<file path="src/unibus_pkg.sv">
// unibus widths, mode encoding, register map, ctla/ctlb field positions, demux constants
package unibus_pkg;

    typedef logic [17:0] addr_t;
    typedef logic [15:0] data_t;
    typedef logic [1:0]  cbus_t;
    typedef logic [3:0]  grant_t;       // levels 7 down to 4
    typedef logic [31:0] reg_word_t;
    typedef logic [9:0]  reg_index_t;   // host address bits 11:2
    typedef logic [1:0]  row_sel_t;     // 0 selects no row

    typedef enum logic [1:0] {
        FM_OFF  = 2'd0,
        FM_SIM  = 2'd1,                 // no simulator path, acts like off
        FM_REAL = 2'd2,
        FM_MAN  = 2'd3
    } fm_mode_t;

    //////////////////////////////
    // demux and synchronizer timing
    //////////////////////////////
    localparam int MUX_SOAK   = 5;                  // clocks a row is held before latching
    localparam int MSYN_DELAY = MUX_SOAK * 3;       // one full scan of all rows
    localparam int SOAK_W     = $clog2(MUX_SOAK);
    localparam int DLY_W      = $clog2(MSYN_DELAY);
    localparam int SYN_WIDTH  = 14;                 // ten control lines plus four grants
    localparam int SYN_MSYN   = 3;                  // msyn position within syn_ctl

    localparam reg_word_t ADAPTER_VERSION = 32'h31314004;
    localparam reg_word_t BAD_READ        = 32'hDEADBEEF;

    // host word addresses
    localparam reg_index_t REG_VERSION = 10'd0;
    localparam reg_index_t REG_CTLA    = 10'd1;
    localparam reg_index_t REG_CTLB    = 10'd2;
    localparam reg_index_t REG_PINS    = 10'd3;
    localparam reg_index_t REG_DMXA    = 10'd4;
    localparam reg_index_t REG_DMXD    = 10'd5;

    // ctla layout
    localparam int CTLA_MODE_HI = 31;
    localparam int CTLA_MODE_LO = 30;
    localparam int CTLA_BBSY    = 26;
    localparam int CTLA_HLTRQ   = 25;
    localparam int CTLA_INIT    = 24;
    localparam int CTLA_INTR    = 23;
    localparam int CTLA_MSYN    = 22;
    localparam int CTLA_NPG     = 21;
    localparam int CTLA_NPR     = 20;
    localparam int CTLA_PA      = 19;
    localparam int CTLA_PB      = 18;
    localparam int CTLA_SACK    = 17;
    localparam int CTLA_SSYN    = 16;
    localparam int CTLA_D_HI    = 15;
    localparam int CTLA_D_LO    = 0;

    // ctlb layout
    localparam int CTLB_ROW_HI  = 29;
    localparam int CTLB_ROW_LO  = 28;
    localparam int CTLB_BG_HI   = 27;
    localparam int CTLB_BG_LO   = 24;
    localparam int CTLB_BR_HI   = 23;
    localparam int CTLB_BR_LO   = 20;
    localparam int CTLB_C_HI    = 19;
    localparam int CTLB_C_LO    = 18;
    localparam int CTLB_A_HI    = 17;
    localparam int CTLB_A_LO    = 0;

endpackage

</file>
<file path="src/bus_mode_router.sv">
// unibus output selection by mode, manual drive from ctla/ctlb, grant chain pass-through
`timescale 1ns/1ps

module bus_mode_router (
    input  unibus_pkg::reg_word_t ctla,
    input  unibus_pkg::reg_word_t ctlb,
    input  unibus_pkg::grant_t    bg_in,
    input  logic                  npg_in,
    output unibus_pkg::addr_t     a_out,
    output unibus_pkg::data_t     d_out,
    output unibus_pkg::cbus_t     c_out,
    output unibus_pkg::grant_t    bg_out,
    output unibus_pkg::grant_t    br_out,
    output logic                  bbsy_out,
    output logic                  hltrq_out,
    output logic                  init_out,
    output logic                  intr_out,
    output logic                  msyn_out,
    output logic                  npg_out,
    output logic                  npr_out,
    output logic                  pa_out,
    output logic                  pb_out,
    output logic                  sack_out,
    output logic                  ssyn_out
);
    import unibus_pkg::*;

    fm_mode_t mode;

    assign mode = fm_mode_t'(ctla[CTLA_MODE_HI:CTLA_MODE_LO]);

    always_comb begin
        // idle values, zero opens the output transistors
        a_out     = '0;
        d_out     = '0;
        c_out     = '0;
        br_out    = '0;
        bbsy_out  = 1'b0;
        hltrq_out = 1'b0;
        init_out  = 1'b0;
        intr_out  = 1'b0;
        msyn_out  = 1'b0;
        npr_out   = 1'b0;
        pa_out    = 1'b0;
        pb_out    = 1'b0;
        sack_out  = 1'b0;
        ssyn_out  = 1'b0;
        bg_out    = bg_in;                      // behave like a grant jumper card
        npg_out   = npg_in;

        case (mode)
            FM_MAN: begin
                a_out     = ctlb[CTLB_A_HI:CTLB_A_LO];
                bg_out    = ctlb[CTLB_BG_HI:CTLB_BG_LO];
                br_out    = ctlb[CTLB_BR_HI:CTLB_BR_LO];
                c_out     = ctlb[CTLB_C_HI:CTLB_C_LO];
                d_out     = ctla[CTLA_D_HI:CTLA_D_LO];
                bbsy_out  = ctla[CTLA_BBSY];
                hltrq_out = ctla[CTLA_HLTRQ];
                init_out  = ctla[CTLA_INIT];
                intr_out  = ctla[CTLA_INTR];
                msyn_out  = ctla[CTLA_MSYN];
                npg_out   = ctla[CTLA_NPG];
                npr_out   = ctla[CTLA_NPR];
                pa_out    = ctla[CTLA_PA];      // parity lines only in manual
                pb_out    = ctla[CTLA_PB];
                sack_out  = ctla[CTLA_SACK];
                ssyn_out  = ctla[CTLA_SSYN];
            end
            FM_OFF, FM_SIM, FM_REAL: ;          // no local devices to drive the bus
            default: ;
        endcase
    end

endmodule

</file>
<file path="src/host_regs.sv">
// AXI-lite read and write channels, ctla/ctlb registers, readback multiplexer
`timescale 1ns/1ps

module host_regs (
    input  logic                  CLOCK,
    input  logic                  RESET_N,
    input  logic [11:0]           ar_addr,
    input  logic                  ar_valid,
    output logic                  ar_ready,
    output unibus_pkg::reg_word_t r_data,
    output logic [1:0]            r_resp,
    output logic                  r_valid,
    input  logic                  r_ready,
    input  logic [11:0]           aw_addr,
    input  logic                  aw_valid,
    output logic                  aw_ready,
    input  unibus_pkg::reg_word_t w_data,
    input  logic                  w_valid,
    output logic                  w_ready,
    output logic [1:0]            b_resp,
    output logic                  b_valid,
    input  logic                  b_ready,
    input  logic                  rsel1,
    input  logic                  rsel2,
    input  logic                  rsel3,
    input  unibus_pkg::addr_t     dmx_a,
    input  unibus_pkg::data_t     dmx_d,
    input  unibus_pkg::cbus_t     dmx_c,
    input  unibus_pkg::grant_t    dmx_br,
    input  logic                  dmx_npr,
    input  logic                  dmx_pa,
    input  logic                  dmx_pb,
    input  logic                  dmx_hltrq,
    input  logic [9:0]            syn_ctl,
    input  unibus_pkg::grant_t    syn_bg,
    input  logic                  msyn_delayed,
    input  logic [14:0]           mux_pins,
    output unibus_pkg::reg_word_t ctla,
    output unibus_pkg::reg_word_t ctlb
);
    import unibus_pkg::*;

    reg_index_t rd_index, wr_index;
    logic       wr_fire;

    assign r_resp  = 2'b00;                     // always OKAY
    assign b_resp  = 2'b00;
    assign wr_fire = w_valid & w_ready;

    //////////////////////////////
    // read channel
    //////////////////////////////
    always_ff @(posedge CLOCK) begin
        if (!RESET_N) begin
            ar_ready <= 1'b1;
            r_valid  <= 1'b0;
        end else if (ar_valid && ar_ready) begin
            rd_index <= ar_addr[11:2];
            ar_ready <= 1'b0;
            r_valid  <= 1'b1;
        end else if (r_valid && r_ready) begin
            ar_ready <= 1'b1;
            r_valid  <= 1'b0;
        end
    end

    always_comb begin
        case (rd_index)
            REG_VERSION: r_data = ADAPTER_VERSION;
            REG_CTLA:    r_data = ctla;
            REG_CTLB:    r_data = ctlb;
            REG_PINS:    r_data = {mux_pins, rsel1, rsel2, rsel3, syn_ctl, syn_bg};
            REG_DMXA:    r_data = {14'd0, dmx_a};
            REG_DMXD:    r_data = {msyn_delayed, dmx_npr, dmx_pa, dmx_pb, dmx_hltrq,
                                   dmx_br, dmx_c, 5'd0, dmx_d};
            default:     r_data = BAD_READ;
        endcase
    end

    //////////////////////////////
    // write channel
    //////////////////////////////
    always_ff @(posedge CLOCK) begin
        if (!RESET_N) begin
            aw_ready <= 1'b1;
            w_ready  <= 1'b0;
            b_valid  <= 1'b0;
            ctla     <= '0;                     // mode comes up off
        end else if (wr_fire) begin
            if (wr_index == REG_CTLA)
                ctla <= w_data;
            aw_ready <= 1'b1;
            w_ready  <= 1'b0;
            b_valid  <= 1'b1;
        end else begin
            if (aw_valid && aw_ready) begin
                wr_index <= aw_addr[11:2];
                aw_ready <= 1'b0;
                w_ready  <= 1'b1;
            end
            if (b_valid && b_ready)
                b_valid <= 1'b0;
        end
    end

    // ctlb only matters once the host selects manual mode
    always_ff @(posedge CLOCK) begin
        if (wr_fire && wr_index == REG_CTLB)
            ctlb <= w_data;
    end

endmodule

</file>
<file path="src/pin_demux.sv">
// row selector sequencer, multiplexed pin latches, control input synchronizers, delayed msyn
`timescale 1ns/1ps

module pin_demux (
    input  logic                  CLOCK,
    input  logic                  RESET_N,
    input  unibus_pkg::reg_word_t ctla,
    input  unibus_pkg::reg_word_t ctlb,
    input  logic [14:0]           mux_pins,     // pin a in bit 14 down to pin s in bit 0
    input  logic                  ac_lo_in,
    input  logic                  bbsy_in,
    input  logic                  dc_lo_in,
    input  logic                  hltgr_in,
    input  logic                  init_in,
    input  logic                  intr_in,
    input  logic                  msyn_in,
    input  logic                  npg_in,
    input  logic                  sack_in,
    input  logic                  ssyn_in,
    input  unibus_pkg::grant_t    bg_in,
    output logic                  rsel1,
    output logic                  rsel2,
    output logic                  rsel3,
    output unibus_pkg::addr_t     dmx_a,
    output unibus_pkg::data_t     dmx_d,
    output unibus_pkg::cbus_t     dmx_c,
    output unibus_pkg::grant_t    dmx_br,
    output logic                  dmx_npr,
    output logic                  dmx_pa,
    output logic                  dmx_pb,
    output logic                  dmx_hltrq,
    output logic [9:0]            syn_ctl,
    output unibus_pkg::grant_t    syn_bg,
    output logic                  msyn_delayed
);
    import unibus_pkg::*;

    fm_mode_t mode;
    row_sel_t forced_row, row, next_row;
    logic [SOAK_W-1:0] soak;
    logic soak_done;

    assign mode       = fm_mode_t'(ctla[CTLA_MODE_HI:CTLA_MODE_LO]);
    assign forced_row = ctlb[CTLB_ROW_HI:CTLB_ROW_LO];
    assign soak_done  = (soak == SOAK_W'(MUX_SOAK - 1));

    assign rsel1 = (row == 2'd1);
    assign rsel2 = (row == 2'd2);
    assign rsel3 = (row == 2'd3);

    //////////////////////////////
    // row selector sequencing
    //////////////////////////////
    always_comb begin
        if (mode == FM_MAN && forced_row != 2'd0)
            next_row = forced_row;              // host pins one row
        else if (row == 2'd3)
            next_row = 2'd1;
        else
            next_row = row + 2'd1;
    end

    always_ff @(posedge CLOCK) begin
        if (!RESET_N) begin
            row  <= 2'd1;
            soak <= '0;
        end else if (soak_done) begin
            row  <= next_row;
            soak <= '0;
        end else begin
            soak <= soak + 1'b1;                // let the selector transistors settle
        end
    end

    // one name per mux pin
    logic muxa, muxb, muxc, muxd, muxe, muxf, muxh, muxj;
    logic muxk, muxl, muxm, muxn, muxp, muxr, muxs;

    assign {muxa, muxb, muxc, muxd, muxe, muxf, muxh, muxj} = mux_pins[14:7];
    assign {muxk, muxl, muxm, muxn, muxp, muxr, muxs}       = mux_pins[6:0];

    // scatter the soaked row into the field latches
    always_ff @(posedge CLOCK) begin
        if (soak_done) begin
            case (row)
                2'd1: begin
                    dmx_pa    <= muxa;
                    dmx_d[11] <= muxb;
                    dmx_hltrq <= muxc;
                    dmx_pb    <= muxd;
                    dmx_d[15] <= muxe;
                    dmx_d[14] <= muxf;
                    dmx_d[13] <= muxh;
                    dmx_d[12] <= muxj;
                    dmx_d[10] <= muxk;
                    dmx_d[9]  <= muxl;
                    dmx_d[8]  <= muxm;
                    dmx_d[7]  <= muxn;
                    dmx_d[4]  <= muxp;
                    dmx_d[5]  <= muxr;
                    dmx_d[1]  <= muxs;
                end
                2'd2: begin                     // pin s unused on this row
                    dmx_a[12]  <= muxa;
                    dmx_a[17]  <= muxb;
                    dmx_a[2]   <= muxc;
                    dmx_d[0]   <= muxd;
                    dmx_d[3]   <= muxe;
                    dmx_d[2]   <= muxf;
                    dmx_d[6]   <= muxh;
                    dmx_br[3]  <= muxj;         // br7
                    dmx_br[2]  <= muxk;
                    dmx_br[1]  <= muxl;
                    dmx_br[0]  <= muxm;         // br4
                    dmx_a[15]  <= muxn;
                    dmx_a[16]  <= muxp;
                    dmx_c[1]   <= muxr;
                end
                2'd3: begin
                    dmx_a[1]   <= muxa;
                    dmx_a[14]  <= muxb;
                    dmx_a[11]  <= muxc;
                    dmx_a[10]  <= muxd;
                    dmx_a[9]   <= muxe;
                    dmx_a[6]   <= muxf;
                    dmx_a[5]   <= muxh;
                    dmx_npr    <= muxj;
                    dmx_a[0]   <= muxk;
                    dmx_c[0]   <= muxl;
                    dmx_a[13]  <= muxm;
                    dmx_a[8]   <= muxn;
                    dmx_a[7]   <= muxp;
                    dmx_a[4]   <= muxr;
                    dmx_a[3]   <= muxs;
                end
                default: ;
            endcase
        end
    end

    //////////////////////////////
    // half rate synchronizers
    //////////////////////////////
    logic sync_phase;
    logic [SYN_WIDTH-1:0] sync_in, sync_mid, sync_out;

    assign sync_in = {ac_lo_in, bbsy_in, dc_lo_in, hltgr_in, init_in,
                      intr_in, msyn_in, npg_in, sack_in, ssyn_in, bg_in};

    always_ff @(posedge CLOCK) begin
        if (!RESET_N)
            sync_phase <= 1'b0;
        else
            sync_phase <= ~sync_phase;
    end

    for (genvar i = 0; i < SYN_WIDTH; i++) begin : g_sync
        always_ff @(posedge CLOCK) begin
            if (!RESET_N) begin
                sync_mid[i] <= 1'b0;
                sync_out[i] <= 1'b0;
            end else if (sync_phase) begin
                sync_mid[i] <= sync_in[i];      // first stage on odd clocks
            end else begin
                sync_out[i] <= sync_mid[i];
            end
        end
    end

    assign syn_ctl = sync_out[SYN_WIDTH-1:4];
    assign syn_bg  = sync_out[3:0];

    // msyn held back until every row has been refreshed
    logic [DLY_W-1:0] msyn_cnt;

    always_ff @(posedge CLOCK) begin
        if (!RESET_N || !syn_ctl[SYN_MSYN]) begin
            msyn_delayed <= 1'b0;
            msyn_cnt     <= '0;
        end else if (msyn_cnt != DLY_W'(MSYN_DELAY - 1)) begin
            msyn_cnt <= msyn_cnt + 1'b1;
        end else begin
            msyn_delayed <= 1'b1;
        end
    end

endmodule

</file>
<file path="src/unibus_adapter.sv">
// unibus pin adapter top level wiring demux, mode router and host registers
`timescale 1ns/1ps

module unibus_adapter (
    input  logic                  CLOCK,
    input  logic                  RESET_N,
    input  logic [14:0]           mux_pins,
    output logic                  rsel1,
    output logic                  rsel2,
    output logic                  rsel3,
    input  logic                  ac_lo_in,
    input  logic                  bbsy_in,
    input  logic                  dc_lo_in,
    input  logic                  hltgr_in,
    input  logic                  init_in,
    input  logic                  intr_in,
    input  logic                  msyn_in,
    input  logic                  npg_in,
    input  logic                  sack_in,
    input  logic                  ssyn_in,
    input  unibus_pkg::grant_t    bg_in,
    output unibus_pkg::addr_t     a_out,
    output unibus_pkg::data_t     d_out,
    output unibus_pkg::cbus_t     c_out,
    output unibus_pkg::grant_t    bg_out,
    output unibus_pkg::grant_t    br_out,
    output logic                  bbsy_out,
    output logic                  hltrq_out,
    output logic                  init_out,
    output logic                  intr_out,
    output logic                  msyn_out,
    output logic                  npg_out,
    output logic                  npr_out,
    output logic                  pa_out,
    output logic                  pb_out,
    output logic                  sack_out,
    output logic                  ssyn_out,
    input  logic [11:0]           ar_addr,
    input  logic                  ar_valid,
    output logic                  ar_ready,
    output unibus_pkg::reg_word_t r_data,
    output logic [1:0]            r_resp,
    output logic                  r_valid,
    input  logic                  r_ready,
    input  logic [11:0]           aw_addr,
    input  logic                  aw_valid,
    output logic                  aw_ready,
    input  unibus_pkg::reg_word_t w_data,
    input  logic                  w_valid,
    output logic                  w_ready,
    output logic [1:0]            b_resp,
    output logic                  b_valid,
    input  logic                  b_ready
);
    import unibus_pkg::*;

    reg_word_t ctla, ctlb;
    addr_t     dmx_a;
    data_t     dmx_d;
    cbus_t     dmx_c;
    grant_t    dmx_br, syn_bg;
    logic      dmx_npr, dmx_pa, dmx_pb, dmx_hltrq, msyn_delayed;
    logic [9:0] syn_ctl;

    pin_demux u_demux (
        .CLOCK, .RESET_N, .ctla, .ctlb, .mux_pins,
        .ac_lo_in, .bbsy_in, .dc_lo_in, .hltgr_in, .init_in,
        .intr_in, .msyn_in, .npg_in, .sack_in, .ssyn_in, .bg_in,
        .rsel1, .rsel2, .rsel3,
        .dmx_a, .dmx_d, .dmx_c, .dmx_br, .dmx_npr, .dmx_pa, .dmx_pb, .dmx_hltrq,
        .syn_ctl, .syn_bg, .msyn_delayed
    );

    bus_mode_router u_router (
        .ctla, .ctlb, .bg_in, .npg_in,
        .a_out, .d_out, .c_out, .bg_out, .br_out,
        .bbsy_out, .hltrq_out, .init_out, .intr_out, .msyn_out, .npg_out,
        .npr_out, .pa_out, .pb_out, .sack_out, .ssyn_out
    );

    host_regs u_regs (
        .CLOCK, .RESET_N,
        .ar_addr, .ar_valid, .ar_ready, .r_data, .r_resp, .r_valid, .r_ready,
        .aw_addr, .aw_valid, .aw_ready, .w_data, .w_valid, .w_ready,
        .b_resp, .b_valid, .b_ready,
        .rsel1, .rsel2, .rsel3,
        .dmx_a, .dmx_d, .dmx_c, .dmx_br, .dmx_npr, .dmx_pa, .dmx_pb, .dmx_hltrq,
        .syn_ctl, .syn_bg, .msyn_delayed, .mux_pins,
        .ctla, .ctlb
    );

endmodule

</file>
<file path="config.mk">
export PLATFORM = sky130hd
export DESIGN_NAME = unibus_adapter
export DESIGN_NICKNAME = d
export VERILOG_FILES = /design/src/unibus_pkg.sv /design/src/bus_mode_router.sv /design/src/host_regs.sv /design/src/pin_demux.sv /design/src/unibus_adapter.sv
export SDC_FILE = /design/constraint.sdc
export NUM_CORES = 1
export LEC_CHECK = 0
export ABC_CLOCK_PERIOD_IN_PS = 7500
export BUFFER_PORTS_ARGS = -buffer_cell sky130_fd_sc_hd__buf_2
export CAP_MARGIN = 25
export CORE_UTILIZATION = 58
export CTS_CLUSTER_DIAMETER = 120
export DETAILED_ROUTE_END_ITERATION = 12
export HOLD_SLACK_MARGIN = 0.02
export PLACE_DENSITY = 0.86
export RECOVER_POWER = 50
export SLEW_MARGIN = 0
export SYNTH_ARGS = -nofsm -noshare
export SYNTH_HDL_FRONTEND = slang
export SYNTH_SLANG_ARGS = --single-unit
</file>
<file path="constraint.sdc">
create_clock -name CLOCK -period 7.5 [get_ports CLOCK]
set_input_delay 1.5 -clock CLOCK [delete_from_list [all_inputs] [get_ports CLOCK]]
set_output_delay 1.5 -clock CLOCK [all_outputs]
set_load 0.05 [all_outputs]
</file>
==> results of run 1 <==
synthesized netlist by cell type, types with 2 or more instances:
cell type  instances
dfxtp_1           76
clkbuf_1          40
a22o_1             2
inv_1             10
o221ai_1           4
o22ai_1            6
nor2b_1            3
o21ai_2           32
nor2_1            13
o21ai_0            5
nand3_2           18
buf_6              7
nand2b_1          22
mux2i_1           37
a211o_1            3
nand2_1          114
o211ai_1          16
nand3_1           20
a311oi_1           2
a221oi_1          12
nor3_1             5
a21oi_1           44
a211oi_1           4
and3_1            56
ha_1               8
a31oi_1            5
buf_4              4
buf_1              4
nor3b_1            3
mux2_2             6
or4_4              2
buf_2              5
or4_1              2
edfxtp_1          96
worst max-delay path by stage:
stage,end,slack [ps],cells past startpoint
6_report,r_data[2],2690,7
4_1_cts,r_data[2],2710,7
3_5_place_dp,r_data[2],3290,7
5_1_grt,r_data[2],2570,7
3_3_place_gp,r_data[2],3040,6
2_1_floorplan,r_data[20],1960,2
critical path, delay by kind of cell (launching register included):
family | cells | cell delay (ps)
flops | 1 | 830
buf+inv | 3 | 1030
simple gates | 3 | 890
compound gates | 1 | 120
metal layers:
layer | wire length (um) | GRT usage (%) | up-vias
met2 | 10500 | 53.3 | 396
met5 | 0 | 0 | -
met1 | 7740 | 38.9 | 3050
met3 | 2070 | 7.36 | 71
li1 | - | - | 2870
met4 | 836 | 17.6 | 0
power breakdown:
group | switching (mW) | internal, mW
combinational | 0.0898 | 0.0434
clock | 0.363 | 0.559
sequential | 0.0111 | 1.01
total | 0.464 | 1.61
kinds of logic after synthesis:
logic type	Yosys count	share of synthesized area, %
buffers and inverters	71	4.43
muxes	43	5.70
xor gates and xnor gates	1	0.114
and+or+nand+nor	263	18.0
other	1	0.0488
adders and majority gates	8	1.30
AOI/OAI and AO/OA	142	13.1
DFF	172	57.3
area by class of cell:
class	count	area share [%]
Timing Repair Buffer	192	10.4
Multi-Input combinational cell	461	32.1
Sequential cell	172	47.9
Clock buffer	21	5.24
Clock inverter	11	1.50
Tap cell	172	2.34
Inverter	11	0.449
cells in the final DEF (no fill, tap or decap), types with 3 or more instances in the layout:
cell type  instances
edfxtp_1          96
dfxtp_1           76
nand2_1          114
nand2b_1          22
buf_2            146
o21ai_2           32
o22ai_1            6
a211oi_1           4
clkinv_2           4
and3_1            56
nor2b_1            3
a221oi_1          12
buf_4              8
nand3_2           18
clkbuf_1          38
nand3_1           20
nor2_1            13
a31oi_1            5
mux2_2             6
a211o_1            3
nor3_1             5
conb_1             4
o211ai_1          16
a21oi_1           44
nor3b_1            3
o221ai_1           4
ha_1               8
mux2i_1           37
clkbuf_16         18
o21ai_0            5
inv_1             10
bufinv_16          3
metrics by stage:
stage | hold WS [ps] | power, mW
6_report | 456 | 2.08
3_3_place_gp | 446 | 1.17
3_5_place_dp | 446 | 1.18
4_1_cts | 458 | 2.08
2_1_floorplan | 426 | 1.12
5_1_grt | 476 | 2.12
flip-flops by register name (all words and copies together) (netlist names), 2 cells and up:
| name | count |
|---|---|
| u_regs.ctla | 32 |
| u_regs.ctlb | 32 |
| u_demux.dmx_a | 18 |
| u_demux.dmx_d | 16 |
| u_demux.sync_mid | 14 |
| u_demux.syn_ctl | 10 |
| u_regs.rd_index | 10 |
| u_regs.wr_index | 10 |
| u_demux.dmx_br | 4 |
| u_demux.msyn_cnt | 4 |
| u_demux.syn_bg | 4 |
| u_demux.soak | 3 |
| u_demux.dmx_c | 2 |
| u_demux.row | 2 |
==> flow_summary.yaml, run 1 <==
placement:
  place_inst: 1008
  dp_hpwl_mm: 14.4
  gp_congestion: 0.872
  io_buffers: 182
  pre_cts_slack_ps: 3290
  dpl-instance-area_um2: 8630
synth:
  synth.area.top_cells: "edfxtp_1, dfxtp_1, nand2_1, mux2i_1, and3_1"
  yosys_most_used_dff: "edfxtp_1"
  syn_avg_cell_area_um2: 11.0
  async_reset_ff_share_pct: 0
  synth_cell_type_count: 49
  synth_largest_area_cell: "edfxtp_1"
  synth_edf_count: 96
  synth_warnings: 0
  ys_seq_elements: 172
  ys_seq_area_share_pct: 57.3
  synth_cells: 701
  synth_top_area_share_pct: 37.5
  syn_area_um2: 7690
clocking:
  cts_setup_buffers: 0
  cts_sinks: 172
  clockRootBuffer: "clkbuf_16"
  worst_skew_pair.late_latency_ps: 430
  cts_tree: "built"
  cts_resized: 0
  htree_levels: 4
  clk_pin_slew_ps: 60
  numCtsBuffers: 17
  clockBufferDepth: 2
  cts_hold_buf: 0
timing:
  slew_headroom_pct: -42.9
  skew_ps: 5.94
  rsz0062_at_grt: "false"
  max_slew.worst_pin.slew_ps: 2140
  fin_crit_ps: 4810
  finalSetupTns_ps: 0
  finalSetupViolations: 0
  fin_crit_sh_pct: 64.1
  fin_ws_ps: 2690
  finalHoldViolCount: 0
  finalMaxSlewViolations: 33
  fmax_ghz: 0.208
worst_setup_path:
  cpPeakStageDelay_ps: 830
  cp-start-kind: "flop"
  crit_arrival_ps: 3310
  rrSetupSlack_ps: 4300
  worst-r2r-cell-count: 3
  r2r_end: "u_regs.ctlb[4]$_DFFE_PP_"
  crit_start: "u_regs.rd_index[1]$_DFFE_PP_"
  cp_common_cell: "buf_4"
  worst-endpoint-required_ps: 6000
  critPathKind: "flop to output port"
  rr_startpoint: "u_regs.wr_index[3]$_DFFE_PP_"
  crit_chain: "buf_4, nand2b_1, nor4_2, buf_4, nand2_1, o2111ai_1, buf_2"
  slowest_stage: "edfxtp_1"
  worst_setup_path_end_kind: "output port"
  critPathMaxFanout: 28
pwr:
  max-vdd-ir-drop_mv: 0.150
  leakage_nw: 3.73
  power-per-cell-area_nw_per_um2: 226
detailed_routing:
  drt_iter0_drc: 679
  via_per_inst: 6.14
  wl_per_cell_um: 20.4
  totalWireLength_mm: 21.2
  antenna_left: 0
  route.detailed.drc: 0
  num_vias: 6387
  drtPass1Iterations: 5
global_routing:
  first_global_vias: 5999
  grt_max_degree: 75
  grt.total_usage_pct: 32.1
  antenna_found_initial: 0
  grt_pass1_wl_mm: 31.9
  overflow: 0
die:
  num_rows: 41
  core_area_um2: 12800
  fp.dieW_um: 117
  dieHeight_um: 117
  start_util_pct: 60.2
  ioPinCount: 191
  dieArea_um2: 13700
layout:
  regArea_um2: 4400
  finish.instance_area_um2: 9190
  layout-drive-gt1-share_pct: 28.5
  multi_input_area_um2: 2960
  utilization_pct: 72.0
  nFillCells: 898
  area.growth.synth_to_final_pct: 19.6
  nets: 955
  final_cells: 1040
  antenna_cells: 0
min_path:
  min_delay_path_depth: 2
  min_from: "u_regs.ctla[29]$_SDFFE_PN0P_"
  hold_class: "flop to flop"
  hold_end: "u_regs.ctla[29]$_SDFFE_PN0P_"
outcome:
  violations: "max-capacitance violations, max-slew violations"
  status: "complete, but fails checks"
run:
  drv_cap: 1
(Power assumes the default switching activity.)
==> run 2, diff against run 1 <==
- ABC_AREA: not set -> 1
- ABC_CLOCK_PERIOD_IN_PS: 7500 -> 4900
- CORE_UTILIZATION: 58 -> 53
- PLACE_DENSITY: 0.86 -> 0.8
- clock period: 7.5 -> 4.9 ns (I/O delays scaled with it)
==> run 2 against run 1 <==
  * The run still ends with max-capacitance violations, max-slew violations left
  * First-iteration DRC count down 7.4%
  * Sequential power is 55% higher
  * Global-route usage down 4.7 points
  * Sequential share of layout area shrank 0.059 points
  * Final area grew 0.12%
  * Area after synthesis shrank 0.52%
  * Largest power group unchanged
  * Power grew 47%
  * Critical path depth is the same
  * Non-clock buffer count up 2
==> flow_summary.yaml, run 2 <==
outcome:
  status: "complete, but fails checks"
  violations: "max-capacitance violations, max-slew violations"
detailed_routing:
  route.detailed.drc: 0
  via_per_inst: 5.23
  num_vias: 6625
  wl_per_cell_um: 15.9
  antenna_left: 0
  drt_iter0_drc: 629
  drtPass1Iterations: 5
  totalWireLength_mm: 20.1
layout:
  largest_registers: "u_regs.ctla: 32 flops, u_regs.ctlb: 32 flops, u_demux.dmx_a: 18 flops"
  final_cells: 1267
  area.growth.synth_to_final_pct: 20.3
  antenna_cells: 0
  nFillCells: 1196
  layout_common_cells: "nor2_1, buf_2, nand2_1"
  nets: 1174
  mostFrequentLayoutCell: "nor2_1"
  layout-drive-gt1-share_pct: 18.3
worst_setup_path:
  critPathKind: "input pin to flop"
  worst_setup_path_end_kind: "flop"
  cp-start-kind: "input pin"
  rrSetupSlack_ps: 2200
  r2r_end: "u_regs.ctlb[11]$_DFFE_PP_"
  critPathMaxFanout: 40
  worst-r2r-cell-count: 3
  worst-endpoint-required_ps: 4950
  crit_arrival_ps: 4010
  rr_startpoint: "u_regs.wr_index[3]$_DFFE_PP_"
synth:
  syn_avg_cell_area_um2: 8.45
  async_reset_ff_share_pct: 0
  syn_area_um2: 7650
  synth_edf_count: 96
  ys_seq_elements: 172
  synth_warnings: 0
  ys_seq_area_share_pct: 57.6
  yosys_most_used_dff: "edfxtp_1"
  synth_largest_area_cell: "edfxtp_1"
  synthTopCellsByCount: "nor2_1, nand2_1, inv_1"
  synth_cells: 905
  yosysMostFrequentCell: "nor2_1"
  synth_cell_type_count: 34
  synth_top_area_share_pct: 37.7
  synth.area.top_cells: "edfxtp_1, dfxtp_1, nor2_1, nand3_1, nand2_1"
clocking:
  clk_pin_slew_ps: 60
  clockBufferDepth: 2
  worst_skew_pair.late_latency_ps: 420
  cts_sinks: 172
  clockRootBuffer: "clkbuf_16"
  cts_setup_buffers: 0
  cts_tree: "built"
  numCtsBuffers: 17
  cts_resized: 0
  cts_hold_buf: 0
  htree_levels: 4
die:
  dieArea_um2: 14900
  start_util_pct: 54.7
  num_rows: 43
  fp.dieW_um: 122
  dieHeight_um: 122
  ioPinCount: 191
  core_area_um2: 14000
pwr:
  max-vdd-ir-drop_mv: 0.204
  leakage_nw: 3.88
  power-per-cell-area_nw_per_um2: 332
  fin_total_pwr_mw: 3.05
placement:
  gp_congestion: 0.857
  dp_hpwl_mm: 14.0
  place_inst: 1234
  io_buffers: 182
  pre_cts_slack_ps: 1520
global_routing:
  grt_pass1_wl_mm: 30.2
  first_global_vias: 5871
  overflow: 0
  met1_usage_pct: 35.2
  use_met3_pct: 5.95
  antenna_found_initial: 1
  grt_busiest_layer: "met2"
  grt_max_degree: 60
  gr-usage-met2_pct: 44.6
  grt.total_usage_pct: 27.4
timing:
  fmax_ghz: 0.252
  max_slew.worst_pin.slew_ps: 1990
  finalMaxSlewViolations: 74
  finalSetupViolations: 0
  skew_ps: 5.69
  fin_crit_sh_pct: 80.8
  fin_crit_ps: 3960
  fin_ws_ps: 939
  slew_headroom_pct: -32.4
  finalSetupTns_ps: 0
  finalHoldViolCount: 0
  rsz0062_at_grt: "false"
min_path:
  min_delay_path_depth: 1
  hold_end: "u_demux.soak[0]$_SDFF_PP0_"
  min_from: "u_demux.soak[0]$_SDFF_PP0_"
  hold_class: "flop to flop"
run:
  drv_cap: 2
run 2: cell count changes after synthesis, moves of 32 or more:
| cell | previous run | this run |
|---|---|---|
| o21ai_0 | 5 | 48 |
| nand2_1 | 114 | 148 |
| nand3_1 | 20 | 112 |
| o21ai_2 | 32 | 0 |
| and3_1 | 56 | 2 |
| mux2i_1 | 37 | 0 |
| nor2_1 | 13 | 181 |
| inv_1 | 10 | 120 |
run 2: worst max-delay path, stage by stage:
cell and delay, ps:
buf_2 70, clkbuf_1 1330, inv_1 80, clkbuf_1 570, nor2_1 300, inv_1 80
nor2_1 590
run 2: logic make-up (layout without fill, tap and decap cells):
family,after synthesis,in the layout,synth area share [%]
xor gates and xnor gates,2,2,0.229
other,1,4,0.0490
DFF,172,172,57.6
adders and majority gates,8,8,1.31
and+or+nand+nor,461,461,25.3
AOI/OAI and AO/OA,92,92,6.35
buffers and inverters,169,348,9.21
run 2: how the worst max path moves through the flow:
stage                                             from                           end  cells after the start
after CTS                 u_regs.rd_index[9]$_DFFE_PP_                    r_data[15]                      7
after global routing                           RESET_N  u_regs.wr_index[5]$_DFFE_PP_                      7
after floorplan           u_regs.ctla[30]$_SDFFE_PN0P_                     bg_out[2]                      3
after detailed placement  u_regs.rd_index[9]$_DFFE_PP_                    r_data[15]                      7
final                                          RESET_N  u_regs.wr_index[6]$_DFFE_PP_                      7
after global placement    u_regs.rd_index[9]$_DFFE_PP_                    r_data[26]                      8
run 2: per-stage QoR:
stage	hold WS (ps)	cell area, um^2	util (%)
after CTS	455	9240	66.0
after global placement	430	8630	61.7
after global routing	471	9200	65.8
after detailed placement	446	8660	61.9
final	453	9200	65.8
after floorplan	417	7660	-
run 2: final cells by class:
type | count | area, um^2 | area share [%]
clock inverter | 13 | 124 | 1.35
timing repair buffer | 194 | 978 | 10.6
tap | 180 | 225 | 2.45
clock buffer | 19 | 453 | 4.92
sequential | 172 | 4400 | 47.9
multi-input combinational | 567 | 2560 | 27.8
inverter | 122 | 458 | 4.98
run 2: report_power, final:
group / switching (mW) / leakage (nW) / internal [mW]
Combinational: 0.123 / 2.13 / 0.0507
Sequential: 0.0200 / 1.49 / 1.56
Clock: 0.537 / 0.269 / 0.768
Total: 0.679 / 3.88 / 2.37
run 2: layer usage:
metal,vias to the layer above,share of wire (%)
met5,-,0.065
met4,2,3.2
met3,49,8.5
met2,310,48
met1,3022,41
li1,3242,-
==> run 3, diff against run 2 <==
- ABC_AREA: 1 -> 0
- ABC_CLOCK_PERIOD_IN_PS: 4900 -> 4000
- PLACE_DENSITY: 0.8 -> 0.79
- clock period: 4.9 -> 4 ns (I/O delays scaled with it)
==> run 3 against run 2 <==
  * The flow still finishes with violations (max-capacitance violations, max-slew violations)
  * Wire length up 2.2%
  * Register-to-register slack worse by 650 ps
  * Sequential power up 22%
  * Via count shrank 6.5%
==> flow_summary.yaml, run 3 (synthesis results as in run 1) <==
layout:
  largest_registers: "u_regs.ctla: 32 flops, u_regs.ctlb: 32 flops, u_demux.dmx_a: 18 flops"
  nFillCells: 1090
  mostFrequentLayoutCell: "buf_2"
  regArea_um2: 4400
  finish.instance_area_um2: 9220
  area.growth.synth_to_final_pct: 19.9
  layout_common_cells: "buf_2, nand2_1, edfxtp_1"
  layout-drive-gt1-share_pct: 29.2
  nets: 958
  multi_input_area_um2: 2970
  antenna_cells: 0
timing:
  finalSetupViolations: 0
  skew_ps: 4.19
  fin_crit_sh_pct: 91.4
  rsz0062_at_grt: "false"
  fin_ws_ps: 343
  max_slew.worst_pin.slew_ps: 1680
  finalMaxSlewViolations: 31
  slew_headroom_pct: -11.7
  fin_crit_ps: 3660
  finalSetupTns_ps: 0
  finalHoldViolCount: 0
  fmax_ghz: 0.273
worst_setup_path:
  slowest_stage: "or4_1"
  worst_setup_path_end_kind: "output port"
  cp-start-kind: "flop"
  worst-endpoint-required_ps: 3200
  critPathMaxFanout: 20
  crit_family: "simple AND/OR/NAND/NOR gates"
  crit_chain: "or4_1, or2_2, a21oi_2, o311ai_0, buf_2"
  crit_start: "u_regs.rd_index[5]$_DFFE_PP_"
  crit_arrival_ps: 2860
  rr_startpoint: "u_regs.wr_index[2]$_DFFE_PP_"
  critPathKind: "flop to output port"
  cpPeakStageDelay_ps: 630
  crit_buf_inv: 1
clocking:
  cts_tree: "built"
  cts_resized: 0
  cts_setup_buffers: 0
  worst_skew_pair.late_latency_ps: 430
  cts_sinks: 172
  clockRootBuffer: "clkbuf_16"
  cts_hold_buf: 0
  htree_levels: 4
  numCtsBuffers: 17
  clk_pin_slew_ps: 60
  clockBufferDepth: 2
min_path:
  min_from: "u_demux.msyn_delayed$_SDFFE_PP0N_"
  hold_class: "flop to flop"
die:
  ioPinCount: 191
  dieArea_um2: 15000
  core_area_um2: 14000
  num_rows: 43
  fp.dieW_um: 122
  dieHeight_um: 122
  start_util_pct: 54.8
detailed_routing:
  met1_length_mm: 7.98
  route.detailed.drc: 0
  topRoutingLayerUsed: "met5"
  via_per_inst: 5.89
  drtPass1Iterations: 5
  num_vias: 6193
  totalWireLength_mm: 20.6
  met2_wirelength_mm: 9.96
  wl_per_cell_um: 19.6
  antenna_left: 0
  met3WireLength_mm: 1.84
  drt_iter0_drc: 528
global_routing:
  grt.total_usage_pct: 28.3
  overflow: 0
  first_global_vias: 5904
  grt_max_degree: 65
  antenna_found_initial: 1
  grt_pass1_wl_mm: 31.1
placement:
  dpl-instance-area_um2: 8670
  pre_cts_slack_ps: 840
  io_buffers: 182
  gp_congestion: 0.865
  dp_hpwl_mm: 14.7
pwr:
  max-vdd-ir-drop_mv: 0.293
  p_int_mw: 2.97
  seqPwrFrac_pct: 50.3
  fin_total_pwr_mw: 3.83
  pwr-share-comb_pct: 6.4
  leakage_nw: 3.75
  swShare_pct: 22.3
  power-per-cell-area_nw_per_um2: 415
  p_sw_mw: 0.855
  clockPowerShare_pct: 43.3
outcome:
  status: "complete, but fails checks"
  violations: "max-capacitance violations, max-slew violations"
run:
  drv_cap: 1
==> run 3: changes by cell type in the layout (fill, tap and decap cells not counted), moves of 32 or more <==
cell / delta
and3_1: +54
inv_1: -110
mux2i_1: +37
nand2_1: -33
nand3_1: -92
nor2_1: -167
o21ai_0: -43
o21ai_2: +32
==> run 3: area by class of cell <==
cell class / count / share of cell area, %
Timing Repair Buffer: 195 / 10.7
Multi-Input combinational cell: 461 / 32.2
Sequential cell: 172 / 47.8
Inverter: 11 / 0.448
Clock inverter: 13 / 1.62
Clock buffer: 19 / 4.81
Tap cell: 180 / 2.44
==> run 3: tightest hold or removal path, cell delays in order (launching register included) <==
cell and delay, ps:
dfxtp_1 310, inv_1 50, a21oi_1 50
==> run 3: metrics by stage <==
step                      utilization, %  cells  hold WS (ps)
after floorplan                        -    704           426
after global placement              61.6   1018           446
after detailed placement            61.7   1019           443
after CTS                           66.0   1051           460
after global routing                65.6   1051           483
final                               65.6   1051           459
==> run 3: per-layer routing <==
metal / GRT usage (%) / up-vias
li1: - / 2870
met1: 35.8 / 2914
met2: 46.2 / 338
met3: 5.86 / 69
met4: 13.6 / 2
met5: 0 / -
==> run 3: final timing paths <==
path	end	slack, ps	cells after the start
setup / recovery	r_data[16]	340	5
hold / removal	u_demux.msyn_delayed$_SDFFE_PP0N_	460	2
setup reg to reg	u_regs.ctla[1]$_SDFFE_PN0P_	1550	4
hold reg to reg	u_demux.msyn_delayed$_SDFFE_PP0N_	460	2
==> run 3: power groups by stage <==
stage               combinational, mW  sequential [mW]  clock (mW)
detailed placement              0.247             1.96           0
global route                    0.264             1.93        1.74
floorplan                       0.147             1.96           0
CTS                             0.248             1.92        1.66
finish                          0.245             1.92        1.66
global placement                0.232             1.96           0
